`config.mk`:
```
export PLATFORM = sky130hd
export DESIGN_NAME = mem_init_ctrl
export DESIGN_NICKNAME = d
export VERILOG_FILES = /design/src/hw/mem_init_ctrl.sv
export VERILOG_INCLUDE_DIRS = /design/src /design/src/include
export SDC_FILE = /design/constraint.sdc
export NUM_CORES = 1
export LEC_CHECK = 0
export BUFFER_PORTS_ARGS = -buffer_cell sky130_fd_sc_hd__buf_2
export CAP_MARGIN = 20
export CORE_AREA = 4 4 41 43
export CTS_BUF_LIST = sky130_fd_sc_hd__clkbuf_16
export DETAILED_ROUTE_END_ITERATION = 6
export DIE_AREA = 0 0 45 47
export PLACE_DENSITY = 0.46
export SLEW_MARGIN = 20
export SYNTH_ARGS = -nofsm -noshare
export SYNTH_HDL_FRONTEND = slang
export SYNTH_SLANG_ARGS = --single-unit
```
`constraint.sdc`:
```
create_clock -name clock_i -period 1.4 [get_ports clock_i]
set_input_delay 0.21 -clock clock_i [delete_from_list [all_inputs] [get_ports clock_i]]
set_output_delay 0.21 -clock clock_i [all_outputs]
set_load 0.01 [all_outputs]
```
`src/include/mem_channel_defines.svh`:
```
`ifndef MEM_CHANNEL_DEFINES_SVH
`define MEM_CHANNEL_DEFINES_SVH

// Host word port
`define MEM_ADDR_W         32
`define MEM_HOST_DATA_W    32
`define MEM_HOST_STRB_W    (`MEM_HOST_DATA_W / 8)

// Line geometry, 256 lines of 64 bytes
`define MEM_LINE_W         512
`define MEM_LINE_STRB_W    (`MEM_LINE_W / 8)
`define MEM_LANES          16
`define MEM_LINES          256
`define MEM_BYTE_OFF_W     ($clog2(`MEM_HOST_STRB_W))
`define MEM_LANE_IDX_W     ($clog2(`MEM_LANES))
`define MEM_LINE_IDX_W     ($clog2(`MEM_LINES))

// Pipeline and queue sizing
`define MEM_LATENCY        3
`define MEM_REQ_DEPTH      4
`define MEM_RSP_DEPTH      4

// Cycles from reset release to calib_done
`define MEM_CALIB_CYCLES   16

`endif

```
`src/hw/mem_init_ctrl.sv`:
```
`timescale 1ns/1ps
`include "mem_channel_defines.svh"

module mem_init_ctrl (
    input  logic clock_i,
    input  logic reset_ni,
    output logic core_reset_n,
    output logic calib_done
);

    localparam int CNT_W = $clog2(`MEM_CALIB_CYCLES + 1);

    logic [CNT_W-1:0] calib_cnt;

    // Free-running until the calibration length is reached, then holds
    always_ff @(posedge clock_i or negedge reset_ni) begin
        if (!reset_ni) begin
            calib_cnt <= '0;
        end else if (calib_cnt != CNT_W'(`MEM_CALIB_CYCLES)) begin
            calib_cnt <= calib_cnt + 1'b1;
        end
    end

    // Datapath leaves reset on the same edge that calib_done rises
    always_ff @(posedge clock_i or negedge reset_ni) begin
        if (!reset_ni) begin
            core_reset_n <= 1'b0;
            calib_done   <= 1'b0;
        end else if (calib_cnt == CNT_W'(`MEM_CALIB_CYCLES - 1)) begin
            core_reset_n <= 1'b1;
            calib_done   <= 1'b1;
        end
    end

endmodule

```
==> summary.md <==
| Metric | Value |
|---|---|
| Starting Density | 0.237 |
| Synthesized flop and latch total | 6 |
| Register area share after synthesis | 0.488 |
| Max incr delay on CP | 410 ps |
| DP HPWL | 342 um |
| Hold WC Path Type | input port to async pin |
| Top-area cell type share of the netlist area | 0.488 |
| Min Tclk post-route | 1360 ps |
| Fin Hold WS | 338 ps |
| 1st-pass router iterations | 2 |
| Die Ht | 47 um |
| Sequential power share | 0.274 |
| Fin worst setup slack | 36.0 ps |
| Buffer depth of the longest clock path | 2 |
| Antenna violations before repair | 0 |
| Top cells by area, synth | dfrtp_1 (49%), ha_1 (12%), nand2b_1 (6.1%), xnor2_1 (5.7%), and4bb_4 (5.3%) |
| I/O pin count | 4 |
| LEAKAGE | 0.204 nW |
| Core Region | 1300 um^2 |
| Most frequent cells in the layout | dfrtp_1 (6), inv_1 (3), nand2b_1 (3), clkbuf_16 (3), buf_2 (3) |
| Maximum VDD drop | 0.597 mV |
| DIE AREA | 2120 um^2 |
| First-pass GRT wire length | 890 um |
| Crit path launch type | register |
| Final Hold Fails | 0 |
| Clk root buf | clkbuf_16 |
| Worst R2R Path Depth | 4 |
| Slew @ Worst Pin | 156 ps |
| Ant. Diodes | 0 |
| Syn avg cell area | 12.3 um^2 |
| Design area | 437 um^2 |
| Pwr/cell area | 1460 nW/um^2 |
| Placed Cells | 43 |
| Slew HR | 0.896 |
| Syn Nets | 30 |
| # H-tree levels | 1 |
| CTS Buf Count | 3 |
| Worst EP required | 1510 ps |
| Clock power frac | 0.716 |
| Non-filler cells, final | 48 |
| Syn. warnings | 0 |
| Gpl congestion | 0.676 |
| Layout fillers | 144 |
| Final ANT Viol Nets | 0 |
| Worst-skew pair later-pin latency | 230 ps |
| Largest net degree at the start of global routing | 7 |
| Area Growth Syn to Fin | 41.9% |
| DR vias | 199 |
| Total Wirelength | 524 um |
| Critical path endpoint category | register |
| Peak Freq | 0.733 GHz |
| Total negative slack | 0 ps |
| Post-DP Area | 342 um^2 |
| Final period util | 0.974 |
| Clk sinks | 6 |
| Post-DR vias/cell | 4.15 |
| Total gr overflow | 0 |
| Status | complete, no violations |
| P_sw | 0.0936 mW |
| Final Max Slew Viols | 0 |
| Int Pwr | 0.543 mW |
| Clock Skews | 1.86 ps |
| Clock Pin Slew Worst Setup and Hold Paths | 30 ps |
| Final setup violation count | 0 |
| GRT Total Usage | 0.0690 |
| DRT iter0 DRCs | 1 |
| Logic gate share of total power | 0.010 |
| WP data arrival | 1470 ps |
| Share of cells above drive strength 1 | 0.424 |
| Sw Share | 0.147 |
| Area leader, netlist | dfrtp_1 |
| Avg WL per Cell | 10.9 um |
| Synth cell types | 13 |
| Port Buffers | 3 |
| Max-cap violations | 0 |
| Chip width | 45 um |
| Row cnt | 13 |
| TritonCTS clock tree | yes |
| Critical path class | register to register |
| Mapped Area | 308 um^2 |
| DP Worst Slack | 18.4 ps |
| Final nets | 40 |
| Largest fanout on the critical path | 4 |
| CP max stage cell | dfrtp_1 |
| Drt drc | 0 |
| CP cell instances | ha_2, and3_2, ha_1, or2_2 |
| Commonest non-fill, non-tap cell in the layout | dfrtp_1 |
| Post-Synthesis Cells | 25 |
| Vias in the first global route | 194 |
-- synthesized netlist by cell type, drive strengths merged --
| library cell | instances |
|---|---|
| nand3 | 1 |
| and3b | 1 |
| mux2 | 1 |
| o21ai | 1 |
| dfrtp | 6 |
| buf | 1 |
| or2 | 1 |
| nand2b | 3 |
| and4bb | 1 |
| and3 | 1 |
| inv | 3 |
| ha | 3 |
| xnor2 | 2 |
-- metal layers --
layer,routed length (um),up-vias,share of wire,GRT usage
met5,0,-,0,0
met4,19,0,0.036,0.0702
met3,51,4,0.097,0.0575
met2,229,6,0.44,0.0904
met1,224,91,0.43,0.0645
li1,-,98,-,-
-- worst max-delay path: cells and delay by family, from the launching register on --
family,cells,cell delay [ps]
and+or+nand+nor,2,470
DFF,1,410
adders and majority gates,2,370
-- metrics by stage --
step | utilization | power, mW
finish | 0.336 | 0.637
global route | 0.336 | 0.668
CTS | 0.328 | 0.646
detailed placement | 0.263 | 0.181
global placement | 0.263 | 0.181
floorplan | - | 0.177
-- registers in the layout, indices dropped and copies added, names as in the netlist --
signal      cells
calib_done      1
calib_cnt       5
-- power groups by stage --
stage / registers, mW / clock network [mW] / logic, mW
CTS: 0.175 / 0.465 / 0.00683
detailed placement: 0.177 / 0 / 0.00476
finish: 0.175 / 0.456 / 0.00652
global route: 0.174 / 0.486 / 0.00756
global placement: 0.177 / 0 / 0.00466
floorplan: 0.177 / 0 / 0.0000000776
-- area by class of cell --
| class | count | area (um^2) | share of cell area |
|---|---|---|---|
| timing repair buffer | 6 | 40.0 | 0.0917 |
| multi-input combinational | 15 | 141 | 0.324 |
| tap | 15 | 18.8 | 0.0430 |
| inverter | 3 | 11.3 | 0.0258 |
| sequential | 6 | 150 | 0.344 |
| clock buffer | 3 | 75.1 | 0.172 |
-- what timing repair did --
| action | in CTS | in global routing |
|---|---|---|
| hold buffers | 1 | 0 |
| hold endpoints to repair | 6 | 0 |
| resized for setup | 0 | 1 |
| endpoints found under the setup margin | 0 | 1 |
| setup buffers | 0 | 1 |
-- path summary, 6_finish.rpt --
path / start / end / slack, ps
worst max-delay path: calib_cnt[1] / calib_done / 40
worst max register to register: calib_cnt[1] / calib_done / 40
worst min register to register: calib_done / calib_done / 470
min in group clock_i: calib_done / calib_done / 470
max in group asynchronous: reset_ni / calib_cnt[3] / 910
worst min-delay path: reset_ni / calib_done / 340
-- cell families (layout without fill, tap and decap cells) --
group                      count (synthesis)  in the layout  synth area share
muxes                                      1              1            0.0488
DFF                                        6              6             0.488
AOI/OAI and AO/OA                          1              1            0.0162
adders and majority gates                  3              3             0.122
xor gates and xnor gates                   2              2            0.0569
buffers and inverters                      4             12            0.0610
and+or+nand+nor                            8              8             0.207
(Power assumes the default switching activity.)
