## config.mk

```make
export PLATFORM = sky130hd
export DESIGN_NAME = line_lane_adapter
export DESIGN_NICKNAME = d
export VERILOG_FILES = /design/src/hw/mem_channel_pkg.sv /design/src/hw/line_lane_adapter.sv
export VERILOG_INCLUDE_DIRS = /design/src /design/src/include
export SDC_FILE = /design/constraint.sdc
export NUM_CORES = 1
export LEC_CHECK = 0
export BUFFER_PORTS_ARGS = -buffer_cell sky130_fd_sc_hd__buf_2
export CORE_AREA = 2 2 467 469
export DETAILED_ROUTE_END_ITERATION = 6
export DIE_AREA = 0 0 469 471
export GPL_TIMING_DRIVEN = 0
export MAX_ROUTING_LAYER = met4
export SLEW_MARGIN = 0
export SYNTH_ARGS = -nofsm -noshare
export SYNTH_HDL_FRONTEND = slang
export SYNTH_SLANG_ARGS = --single-unit
export TNS_END_PERCENT = 50
```

## constraint.sdc

```tcl
create_clock -name vclk -period 1.45
set_clock_uncertainty 0.2 [all_clocks]
set_input_delay 0 -clock vclk [all_inputs]
set_output_delay 0 -clock vclk [all_outputs]
set_load 0.01 [all_outputs]
```

## src/include/mem_channel_defines.svh

```systemverilog
`ifndef MEM_CHANNEL_DEFINES_SVH
`define MEM_CHANNEL_DEFINES_SVH

// Host word port
`define MEM_ADDR_W         32
`define MEM_HOST_DATA_W    32
`define MEM_HOST_STRB_W    (`MEM_HOST_DATA_W / 8)

// Line geometry, 256 lines of 64 bytes
`define MEM_LINE_W         512
`define MEM_LINE_STRB_W    (`MEM_LINE_W / 8)
`define MEM_LANES          16
`define MEM_LINES          256
`define MEM_BYTE_OFF_W     ($clog2(`MEM_HOST_STRB_W))
`define MEM_LANE_IDX_W     ($clog2(`MEM_LANES))
`define MEM_LINE_IDX_W     ($clog2(`MEM_LINES))

// Pipeline and queue sizing
`define MEM_LATENCY        3
`define MEM_REQ_DEPTH      4
`define MEM_RSP_DEPTH      4

// Cycles from reset release to calib_done
`define MEM_CALIB_CYCLES   16

`endif

```

## src/hw/mem_channel_pkg.sv

```systemverilog
`include "mem_channel_defines.svh"

package mem_channel_pkg;

    // Word request from the host
    typedef struct packed {
        logic                           write;
        logic [`MEM_ADDR_W-1:0]         addr;
        logic [`MEM_HOST_DATA_W-1:0]    wdata;
        logic [`MEM_HOST_STRB_W-1:0]    strb;
    } host_req_t;

    // Word response, rdata is zero for writes
    typedef struct packed {
        logic                           write;
        logic [`MEM_HOST_DATA_W-1:0]    rdata;
    } host_rsp_t;

    // Line request toward the memory
    typedef struct packed {
        logic                           write;
        logic [`MEM_LINE_IDX_W-1:0]     line_idx;
        logic [`MEM_LANE_IDX_W-1:0]     lane;
        logic [`MEM_LINE_W-1:0]         data;
        logic [`MEM_LINE_STRB_W-1:0]    strb;
    } line_req_t;

    // Line response, lane travels along so the word can be picked out
    typedef struct packed {
        logic                           write;
        logic [`MEM_LANE_IDX_W-1:0]     lane;
        logic [`MEM_LINE_W-1:0]         data;
    } line_rsp_t;

endpackage

```

## src/hw/line_lane_adapter.sv

```systemverilog
`timescale 1ns/1ps
`include "mem_channel_defines.svh"

module line_lane_adapter
    import mem_channel_pkg::*;
(
    input  host_req_t word_req,
    input  logic      word_req_valid,
    input  line_rsp_t line_rsp,
    input  logic      line_rsp_valid,
    output line_req_t line_req,
    output logic      line_req_valid,
    output host_rsp_t word_rsp,
    output logic      word_rsp_valid
);

    localparam int HOST_W      = `MEM_HOST_DATA_W;
    localparam int HOST_STRB_W = `MEM_HOST_STRB_W;
    localparam int LINE_STRB_W = `MEM_LINE_STRB_W;
    localparam int LANE_LSB    = `MEM_BYTE_OFF_W;
    localparam int LINE_LSB    = LANE_LSB + `MEM_LANE_IDX_W;

    logic [`MEM_LANE_IDX_W-1:0] req_lane;

    // Byte address is split as line | lane | byte, upper bits fall away
    assign req_lane = word_req.addr[LANE_LSB +: `MEM_LANE_IDX_W];

    always_comb begin
        line_req.write    = word_req.write;
        line_req.line_idx = word_req.addr[LINE_LSB +: `MEM_LINE_IDX_W];
        line_req.lane     = req_lane;
        // Same word on every lane, the strobe decides which one lands
        line_req.data     = {`MEM_LANES{word_req.wdata}};
        line_req.strb     = LINE_STRB_W'(word_req.strb) << (req_lane * HOST_STRB_W);
    end

    assign line_req_valid = word_req_valid;

    // Narrow the returned line back to the addressed word
    always_comb begin
        word_rsp.write = line_rsp.write;
        if (line_rsp.write) begin
            word_rsp.rdata = '0;
        end else begin
            word_rsp.rdata = line_rsp.data[line_rsp.lane * HOST_W +: HOST_W];
        end
    end

    assign word_rsp_valid = line_rsp_valid;

endmodule

```

==> out/metrics.csv <==
metric,value,unit
core box area,216000,µm²
RSZ-0062 raised after global routing,true,
syn avg cell area,7.64,µm²
Max VDD drop,130,µV
share of cells above drive strength 1,81.4,%
min cycle time layout,1970,ps
post-synthesis mux area share,28.7,%
initial antenna violation count,122,
GPL Wtd Cong,0.950,
Post-Syn Area,8930,µm²
slowest cell on the critical path,a22oi_2,
Rows,171,
vias in the first global route,12600,
Total Power,0.00685,W
DR DRC count,0,
"Setup violations, final",34,
Syn Inst Count,1169,
pwr dens,322,nW/µm²
drt first pass iters,5,
number of warnings issued by yosys,0,
most frequent cells in the layout,"buf_2, buf_4, mux2i_1",
die span in y,471,µm
Slew Limit Fails,0,
largest family of logic cells by synthesized area,buffers and inverters,
ANT nets after route,0,
Synth Area in Compound Gates,13.0,%
failing checks,"negative hold slack, negative setup slack",
CP max stage delay,410,ps
Final #Nets,3015,
CP required,1250,ps
critical path class,input port to primary output,
Least-Margin Pin Slew,683,ps
pin count of the biggest net entering global routing,17,
max capacitance violation total,0,
Min-Delay Path Class,input port to primary output,
initial DRC count,826,
"Max FO, Critical Path",7,
I/O Buffers,1148,
Post-Syn Nets,1757,
FF/Latch Area,0,µm²
Post-Synth Adder-Cell Area,0,%
Final Core Density,9.86,%
die width,469,µm
fin crit share,136,%
outcome,"finished, violations left",
GRT Util Overall,10.8,%
library cells used by synthesis,23,
Seq Cell Count,0,
xor/xnor cell area share of the yosys netlist,0,%
Max-slew headroom,54.5,%
Final WS setup,-515,ps
nature of the critical path endpoint,primary output,
fraction of the mapped netlist area in simple logic gates,7.83,%
Layout clock buffers,0,
Detail Placement HPWL,110000,µm
I/O Pins,1212,
worst-path cell chain,"buf_12, buf_16, buf_16, buf_12, mux2i_1, a22oi_2, nand2_1, o22ai_2, buf_6",
CP Data Arrival Time,1770,ps
"Seq/Total Area, Yosys",0,%
Area after DPL,18300,µm²
Startpoint Class,input port,
routed vias,14000,
final hold vios,9,
WHS,-6.96,ps
Finished Cell Area,21300,µm²
"most common cell after layout, fill and taps aside",buf_2,
Initial Util,4.13,%
area growth from synthesis to layout,138,%
Lkg Pwr,10.8,nW
full die area,221000,µm²
total gr overflow,0,
Avg Vias per Cell,2.61,
post-DR wirelength/cell,23.7,µm
first-pass GRT wire length,147000,µm
FMAX,509,MHz
setup tns final,-11550,ps
final wirelength,127000,µm
==> critical path: cells and delay by family <==
| kind | cells | cell delay (ps) |
|---|---|---|
| compound gates | 2 | 590 |
| simple gates | 1 | 170 |
| buf+inv | 5 | 800 |
| mux | 1 | 140 |
==> metrics by stage <==
| stage | worst slack [ps] | hold slack [ps] | cells |
|---|---|---|---|
| 2_1_floorplan | 238 | -152 | 1169 |
| 6_report | -515 | -6.96 | 5379 |
| 3_5_place_dp | -1760 | -16.5 | 5173 |
| 5_1_grt | -567 | 2.54 | 5376 |
| 4_1_cts | -567 | 0.141 | 5251 |
| 3_3_place_gp | -1740 | -14.9 | 5171 |
==> final timing paths <==
kind,start,end,depth (start not counted)
worst max-delay path,line_rsp[512],word_rsp[26],9
worst min-delay path,word_req[18],line_req[430],2
==> where the power goes <==
group | leakage [nW] | switching [W] | internal, W
Clock | 0.000635 | 0 | 0.00000000946
Combinational | 10.8 | 0.00352 | 0.00333
Sequential | 0 | 0 | 0
==> area by class of cell <==
type / count / area (µm²)
Antenna cell: 100 / 250
Timing Repair Buffer: 1257 / 7090
Fill cell: 25300 / 195000
Buffer: 595 / 4960
Inverter: 1 / 3.75
Tap cell: 2854 / 3570
Multi-Input combinational cell: 572 / 5430
==> cell families after synthesis <==
logic type,after synthesis
buf+inv,597
mux,256
compound gates,160
simple gates,156
==> synth_stat cells <==
master	number	area share, %
nor3_1	2	0.11
clkbuf_1	24	1.0
inv_1	1	0.042
buf_4	531	45
and3_1	28	2.0
buf_2	9	0.50
and2_1	2	0.14
buf_1	6	0.25
buf_8	6	1.0
nor2_1	38	1.6
nor2b_1	5	0.35
nand2_1	72	3.0
nand2b_1	3	0.21
buf_12	6	1.3
nand3_1	1	0.056
clkbuf_4	1	0.084
o22ai_1	32	2.2
a22oi_1	128	11
or2_2	2	0.14
mux2i_1	256	29
and2_0	1	0.070
nand3b_1	2	0.17
buf_6	13	1.6
==> what timing repair did <==
action,4_1_cts,5_1_grt
hold buffers,45,2
gates resized for setup,317,109
buffers inserted,31,29
hold endpoints to repair,157,9
endpoints found under the setup margin,77,144
cloned,3,3
pin swaps,66,73
==> layer usage <==
metal | share of wire [%] | track usage (%)
met2 | 51 | 19.7
met4 | 5.6 | 5.19
met3 | 11 | 4.41
met5 | 0 | -
met1 | 33 | 9.59
(Power assumes the default switching activity.)
