===== src/hw/credit_fifo.sv =====
`timescale 1ns/1ps

module credit_fifo #(
    parameter type payload_t    = logic,
    parameter int  DEPTH        = 4,
    parameter int  INIT_CREDITS = 0
) (
    input  logic     clock_i,
    input  logic     reset_ni,
    input  logic     push_valid,
    input  payload_t push_data,
    input  logic     credit_in,
    output logic     credit_out,
    output logic     pop_valid,
    output payload_t pop_data
);

    localparam int PTR_W    = (DEPTH > 1) ? $clog2(DEPTH) : 1;
    localparam int CNT_W    = $clog2(DEPTH + 1);
    localparam int CREDIT_W = 16;

    payload_t            buffer [DEPTH];
    logic [PTR_W-1:0]    wr_ptr;
    logic [PTR_W-1:0]    rd_ptr;
    logic [CNT_W-1:0]    count;
    logic [CREDIT_W-1:0] credits;
    logic                pop;
    logic                credit_take;

    // Pop needs an entry and a downstream credit
    assign pop         = (count != '0) && (credits != '0);
    assign pop_valid   = pop;
    assign pop_data    = buffer[rd_ptr];
    // Every pop frees one slot, which goes back upstream as a credit
    assign credit_out  = pop;

    // Saturate rather than wrap the credit count
    assign credit_take = credit_in && (credits != '1);

    always_ff @(posedge clock_i) begin
        if (push_valid) begin
            buffer[wr_ptr] <= push_data;
        end
    end

    always_ff @(posedge clock_i or negedge reset_ni) begin
        if (!reset_ni) begin
            wr_ptr <= '0;
            rd_ptr <= '0;
            count  <= '0;
        end else begin
            if (push_valid) begin
                wr_ptr <= (wr_ptr == PTR_W'(DEPTH - 1)) ? '0 : wr_ptr + 1'b1;
            end
            if (pop) begin
                rd_ptr <= (rd_ptr == PTR_W'(DEPTH - 1)) ? '0 : rd_ptr + 1'b1;
            end
            count <= count + CNT_W'(push_valid) - CNT_W'(pop);
        end
    end

    // Downstream credits, spent one per pop
    always_ff @(posedge clock_i or negedge reset_ni) begin
        if (!reset_ni) begin
            credits <= CREDIT_W'(INIT_CREDITS);
        end else begin
            credits <= credits + CREDIT_W'(credit_take) - CREDIT_W'(pop);
        end
    end

endmodule


===== config.mk =====
export PLATFORM = sky130hd
export DESIGN_NAME = credit_fifo
export DESIGN_NICKNAME = d
export VERILOG_FILES = /design/src/hw/credit_fifo.sv
export SDC_FILE = /design/constraint.sdc
export NUM_CORES = 1
export LEC_CHECK = 0
export BUFFER_PORTS_ARGS = -buffer_cell sky130_fd_sc_hd__buf_2
export CORE_ASPECT_RATIO = 0.6
export CORE_MARGIN = 3
export CORE_UTILIZATION = 66
export DETAILED_ROUTE_END_ITERATION = 7
export PLACE_DENSITY = 0.92
export SLEW_MARGIN = 10
export SYNTH_ARGS = -nofsm -noshare
export SYNTH_HDL_FRONTEND = slang
export SYNTH_SLANG_ARGS = --single-unit

===== constraint.sdc =====
create_clock -name clock_i -period 9.6 [get_ports clock_i]
set_input_delay 2.4 -clock clock_i [delete_from_list [all_inputs] [get_ports clock_i]]
set_output_delay 2.4 -clock clock_i [all_outputs]
set_load 0.01 [all_outputs]

==> summary.txt, run 1 <==
Logic synthesis
  • Post-synthesis cell area: 2034 um2
  • Top_reg_cell synth: dfrtp_1
  • Synth top cells by count: ha_1 (37), inv_1 (30), dfrtp_1 (23), xnor2_1 (13), a21oi_1 (12)
  • Synthesized area per cell: 10.17 um2
  • Count leader, synth: ha_1
  • Area share of the largest cell type after synthesis: 28.29%
  • Unique cell type count in the Yosys netlist: 42
  • Mapped Cells: 200
  • Syn. warnings: 0
  • Seq/Total Area, Yosys: 34.19%
  • Synth area leaders: dfrtp_1 (28%), ha_1 (23%), edfxtp_1 (5.9%)
  • Area leader, netlist: dfrtp_1
  • Seq cells post-synth: 27
  • Mapped Nets: 244
  • Asr flop ratio synth: 85.19%
  • Number of synthesized flops with an enable pin: 4

Floorplanning
  • Die height: 49.01 um
  • Starting Density: 74.93%
  • Core area: 2715 um2
  • Die ar.: 3806 um2
  • Die Width: 77.68 um
  • Row Count: 14
  • Ports: 8

Global routing
  • GRT overflow: 0
  • Vias in the first global route: 1546
  • Initial antenna violation count: 0
  • Largest net degree at the start of global routing: 24
  • First-pass GRT wire length: 7.176 mm
  • Total track usage: 24.00%

Drt
  • Avg WL per Cell: 16.93 um
  • Drt total wl: 4.232 mm
  • Vias per cell: 5.912
  • DR vias: 1478
  • Antenna-violating nets left: 0
  • Initial drt markers: 120
  • DRC: 0
  • DRT Pass-1 Iters: 5

Clocking
  • Clock Tree Buf Depth: 2
  • Root Buffer: clkbuf_8
  • H-tree Lvls: 1
  • PostCTS Resize Cnt: 0
  • CTS tree: built
  • CTS Hold Buffers Added: 0
  • Clock-pin slew on the worst setup and hold paths: 0.09 ns
  • TritonCTS Sinks: 27
  • Number of post-CTS setup repair buffers: 0
  • Clock Latency Late Sink: 0.28 ns
  • CTS buffer count: 3

STA
  • Part of the cycle the worst path needs: 46.65%
  • Final Hold Vio Count: 0
  • Setup TNS: 0 ns
  • Period minus WS final: 4.478 ns
  • Endpoints failing setup: 0
  • Clk_skew: 0.005416 ns
  • Slew headroom: 63.83%
  • Slew Limit Fails: 0
  • Least-Margin Pin Slew: 0.5425 ns
  • RSZ-0062 raised after global routing: false
  • Fmax achieved: 0.2233 GHz

Placed design
  • Final Wtd Congestion: 0.8878
  • Hpwl dp: 3.387 mm
  • Number of port buffers: 7

Worst setup path
  • CP required: 9.76 ns
  • CP endpoint kind: flip-flop
  • CP Max Fanout: 4
  • Crit path launch type: primary input
  • Data arrival, critical path: 4.64 ns
  • Critical path class: primary input to flip-flop

Final layout
  • N_diodes: 0
  • Share of cells above drive strength 1: 9.048%
  • Syn-to-layout area delta: 6.027%
  • Nets: 255

Worst hold path
  • Hold crit path type: flip-flop to flip-flop

Flow run
  • # Max-Cap Violations: 0

Outcome
  • Outcome: finished, final reports clean
-- logic make-up (layout without fill, tap and decap cells) --
| kind of cell | count (synthesis) | count (layout) | share of synthesized area, % |
|---|---|---|---|
| and+or+nand+nor | 48 | 48 | 13.04 |
| adders and majority gates | 39 | 39 | 24.72 |
| AOI/OAI and AO/OA | 37 | 37 | 13.47 |
| buffers and inverters | 31 | 41 | 5.904 |
| DFF | 27 | 27 | 34.19 |
| xor gates and xnor gates | 15 | 15 | 6.458 |
| muxes | 3 | 3 | 2.214 |
-- per-layer routing --
metal / up-vias / global-route usage [%] / wire [um]
met5: - / 0 / 0
met4: 0 / 6.805 / 104
met3: 14 / 4.428 / 201
met2: 47 / 41.05 / 1950
met1: 712 / 31.12 / 1975
li1: 705 / - / -
-- worst paths after layout --
check	from	end	slack [ns]	cells after the start
max	credit_in	credits[12]	5.12	12
min	count[1]	count[2]	0.56	1
min in group asynchronous	reset_ni	wr_ptr[1]	2.09	1
min reg2reg	count[1]	count[2]	0.56	1
max reg2reg	credits[9]	credits[12]	6.09	15
max in group asynchronous	reset_ni	rd_ptr[1]	7.13	1
-- cell type report --
class / instances / area, um2
inverter: 30 / 112.6
timing repair buffer: 7 / 35.03
clock buffer: 4 / 45.04
multi-input combinational: 142 / 1219
fill: 173 / 558.0
sequential: 27 / 695.7
tap: 40 / 50.05
-- flip-flops by register name (all words and copies together), names as in the netlist --
register,flops
credits,16
wr_ptr,2
buffer,4
rd_ptr,2
count,3
-- through the flow --
stage          worst slack, ns  utilization, %  std cells  cell area, um2  hold WS (ns)
3_5_place_dp             4.860           77.79        246            2112        0.5483
6_report                 5.122           79.45        250            2157        0.5617
2_1_floorplan            5.199               -        200            2034        0.4941
5_1_grt                  5.000           79.45        250            2157        0.5767
3_3_place_gp             4.993           77.79        246            2112        0.5254
4_1_cts                  5.150           79.45        250            2157        0.5694
-- worst max-delay path, stage by stage --
cell and delay, ns:
buf_2 0.11, o31ai_1 0.07, ha_1 0.28, inv_1 0.06, ha_1 0.18, inv_1 0.06
fa_1 0.39, and2b_4 0.28, o2111ai_2 0.16, a31oi_2 0.35, a31oi_1 0.15, xnor2_1 0.15
-- layout by cell type (no fill, tap or decap), types with 2 or more instances in the layout --
master     n
nand2_1    9
buf_2      7
and2_1     4
fa_1       2
o31ai_1    2
nor2_1     9
nor3b_1    3
o211ai_1   2
mux2_2     2
nor2b_1    5
a21oi_1   12
a211oi_1   3
nand2b_1   5
nand3_1    7
o21ai_0    4
inv_1     30
edfxtp_1   4
xnor2_1   13
ha_1      37
dfrtp_1   23
xor2_1     2
clkbuf_8   3
Power of run 1 is not shown: default switching activity piles up to over one toggle a cycle in this logic, so the estimate is an artifact.
==> inputs of run 2 (changes only) <==
--- a/config.mk
+++ b/config.mk
@@ -8,9 +8,9 @@
 export BUFFER_PORTS_ARGS = -buffer_cell sky130_fd_sc_hd__buf_2
 export CORE_ASPECT_RATIO = 0.6
 export CORE_MARGIN = 3
-export CORE_UTILIZATION = 66
+export CORE_UTILIZATION = 62
 export DETAILED_ROUTE_END_ITERATION = 7
-export PLACE_DENSITY = 0.92
+export PLACE_DENSITY = 0.88
 export SLEW_MARGIN = 10
 export SYNTH_ARGS = -nofsm -noshare
 export SYNTH_HDL_FRONTEND = slang
==> constraint.sdc (replaced) <==
create_clock -name clock_i -period 4.3 [get_ports clock_i]
set_input_delay 1.075 -clock clock_i [delete_from_list [all_inputs] [get_ports clock_i]]
set_output_delay 1.075 -clock clock_i [all_outputs]
set_load 0.01 [all_outputs]
==> run 2 against run 1 <==
First-iteration DRC count down 18%. Critical endpoint is now credits[10]. Die area is 5.8% higher. Global-route usage is 0.11 points higher. Sequential share of layout area is essentially flat.
==> summary.txt, run 2 (synthesis results as in run 1) <==
Global routing
  • First-pass GRT wire length: 7.210 mm
  • Total track usage: 24.11%
  • GRT overflow: 0
  • Vias in the first global route: 1492
  • Largest net degree at the start of global routing: 24
  • Initial antenna violation count: 0

STA
  • Setup TNS: 0 ns
  • Fmax achieved: 0.2767 GHz
  • RSZ-0062 raised after global routing: false
  • Part of the cycle the worst path needs: 84.06%
  • Final Hold Vio Count: 0
  • Slew headroom: 62.96%
  • Endpoints failing setup: 0
  • Clk_skew: 0.001595 ns
  • Period minus WS final: 3.615 ns
  • Slew Limit Fails: 0
  • Least-Margin Pin Slew: 0.5556 ns

Final layout
  • Syn-to-layout area delta: 6.150%
  • Share of cells above drive strength 1: 9.048%
  • N_diodes: 0
  • Most frequent cells in the layout: ha_1 (37), inv_1 (30), dfrtp_1 (23), xnor2_1 (13), a21oi_1 (12)
  • Biggest register: credits
  • Non-Filler Instances: 252
  • Commonest non-fill, non-tap cell in the layout: ha_1
  • Biggest regs: credits: 16 flops, buffer: 4 flops, count: 3 flops
  • Fillers: 219
  • Max FFs per register: 16
  • Final Instance Area: 2160 um2
  • Nets: 255

Clocking
  • CTS Hold Buffers Added: 0
  • TritonCTS Sinks: 27
  • CTS buffer count: 3
  • Root Buffer: clkbuf_8
  • Clock Latency Late Sink: 0.27 ns
  • Clock Tree Buf Depth: 2
  • PostCTS Resize Cnt: 0
  • H-tree Lvls: 1
  • Clock-pin slew on the worst setup and hold paths: 0.09 ns
  • Number of post-CTS setup repair buffers: 0
  • CTS tree: built

Floorplanning
  • Row Count: 15
  • Starting Density: 67.75%
  • Die height: 50.37 um
  • Die ar.: 4027 um2
  • Core area: 3003 um2
  • Ports: 8
  • Die Width: 79.95 um

Drt
  • DRC: 0
  • Vias per cell: 5.802
  • DRT Pass-1 Iters: 4
  • Initial drt markers: 99
  • DR vias: 1462
  • Antenna-violating nets left: 0
  • Avg WL per Cell: 16.79 um
  • Drt total wl: 4.230 mm

Worst setup path
  • CP endpoint kind: flip-flop
  • Cells along the critical path: inv_1 -> ha_1 -> and4b_1 -> nand3_1 -> o32a_1 -> ha_1 -> inv_1 -> ha_1 -> inv_1 -> fa_1 -> and2b_4 -> o2111ai_2 -> a31oi_2 -> a2111o_1 -> nand3_1
  • CP Max Fanout: 6
  • Data arrival, critical path: 3.75 ns
  • CP required: 4.44 ns
  • CP bufs+invs: 3
  • Critical Path Max Stage Delay: 0.41 ns
  • Critical path class: flip-flop to flip-flop
  • CP max-delay cell: dfrtp_1
  • Delay-heaviest family, CP: adder cells
  • Crit path launch type: flip-flop

Outcome
  • Outcome: finished, final reports clean

Placed design
  • Placed cell count: 248
  • Number of port buffers: 7
  • Final Wtd Congestion: 0.9775
  • DP Area: 2115 um2
  • Hpwl dp: 3.327 mm

Worst hold path
  • Hold crit path type: flip-flop to flip-flop

Flow run
  • # Max-Cap Violations: 0
==> run 2: cell counts in the layout (fill, tap and decap cells not counted) <==
No cell type changed its count.
==> run 2: worst paths after layout <==
kind                                 start           to  slack (ns)  depth (start not counted)
min in group asynchronous         reset_ni  credits[12]        0.78                          1
worst max register to register  credits[2]  credits[10]        0.69                         15
worst max-delay path            credits[2]  credits[10]        0.69                         15
worst min register to register  credits[0]   credits[0]        0.55                          1
worst min-delay path            credits[0]   credits[0]        0.55                          1
max in group asynchronous         reset_ni   credits[0]        3.16                          1
==> run 2: final cells by class <==
cell class                      count  area, um2  area share, %
Multi-Input combinational cell    142       1219          56.43
Clock buffer                        4      45.04          2.086
Timing Repair Buffer                7      35.03          1.622
Inverter                           30      112.6          5.214
Tap cell                           42      52.55          2.433
Sequential cell                    27      695.7          32.21
==> run 2: per-layer routing <==
| layer | track usage (%) | share of wire, % | vias up | wire length (um) |
|---|---|---|---|---|
| li1 | - | - | 706 | - |
| met1 | 31.16 | 45 | 695 | 1910 |
| met2 | 40.38 | 48 | 49 | 2022 |
| met3 | 6.093 | 5.2 | 12 | 219 |
| met4 | 6.461 | 1.8 | 0 | 78 |
| met5 | 0 | 0 | - | 0 |
==> run 2: per-stage QoR <==
stage	utilization [%]	worst slack [ns]	hold WS, ns
after detailed placement	70.42	0.7956	0.5316
after floorplan	-	1.190	0.4941
after CTS	71.92	0.7104	0.5527
after global placement	70.42	0.9975	0.5178
final	71.92	0.6855	0.5535
after global routing	71.92	0.5124	0.5645
Power of run 2 is left out for the same reason.
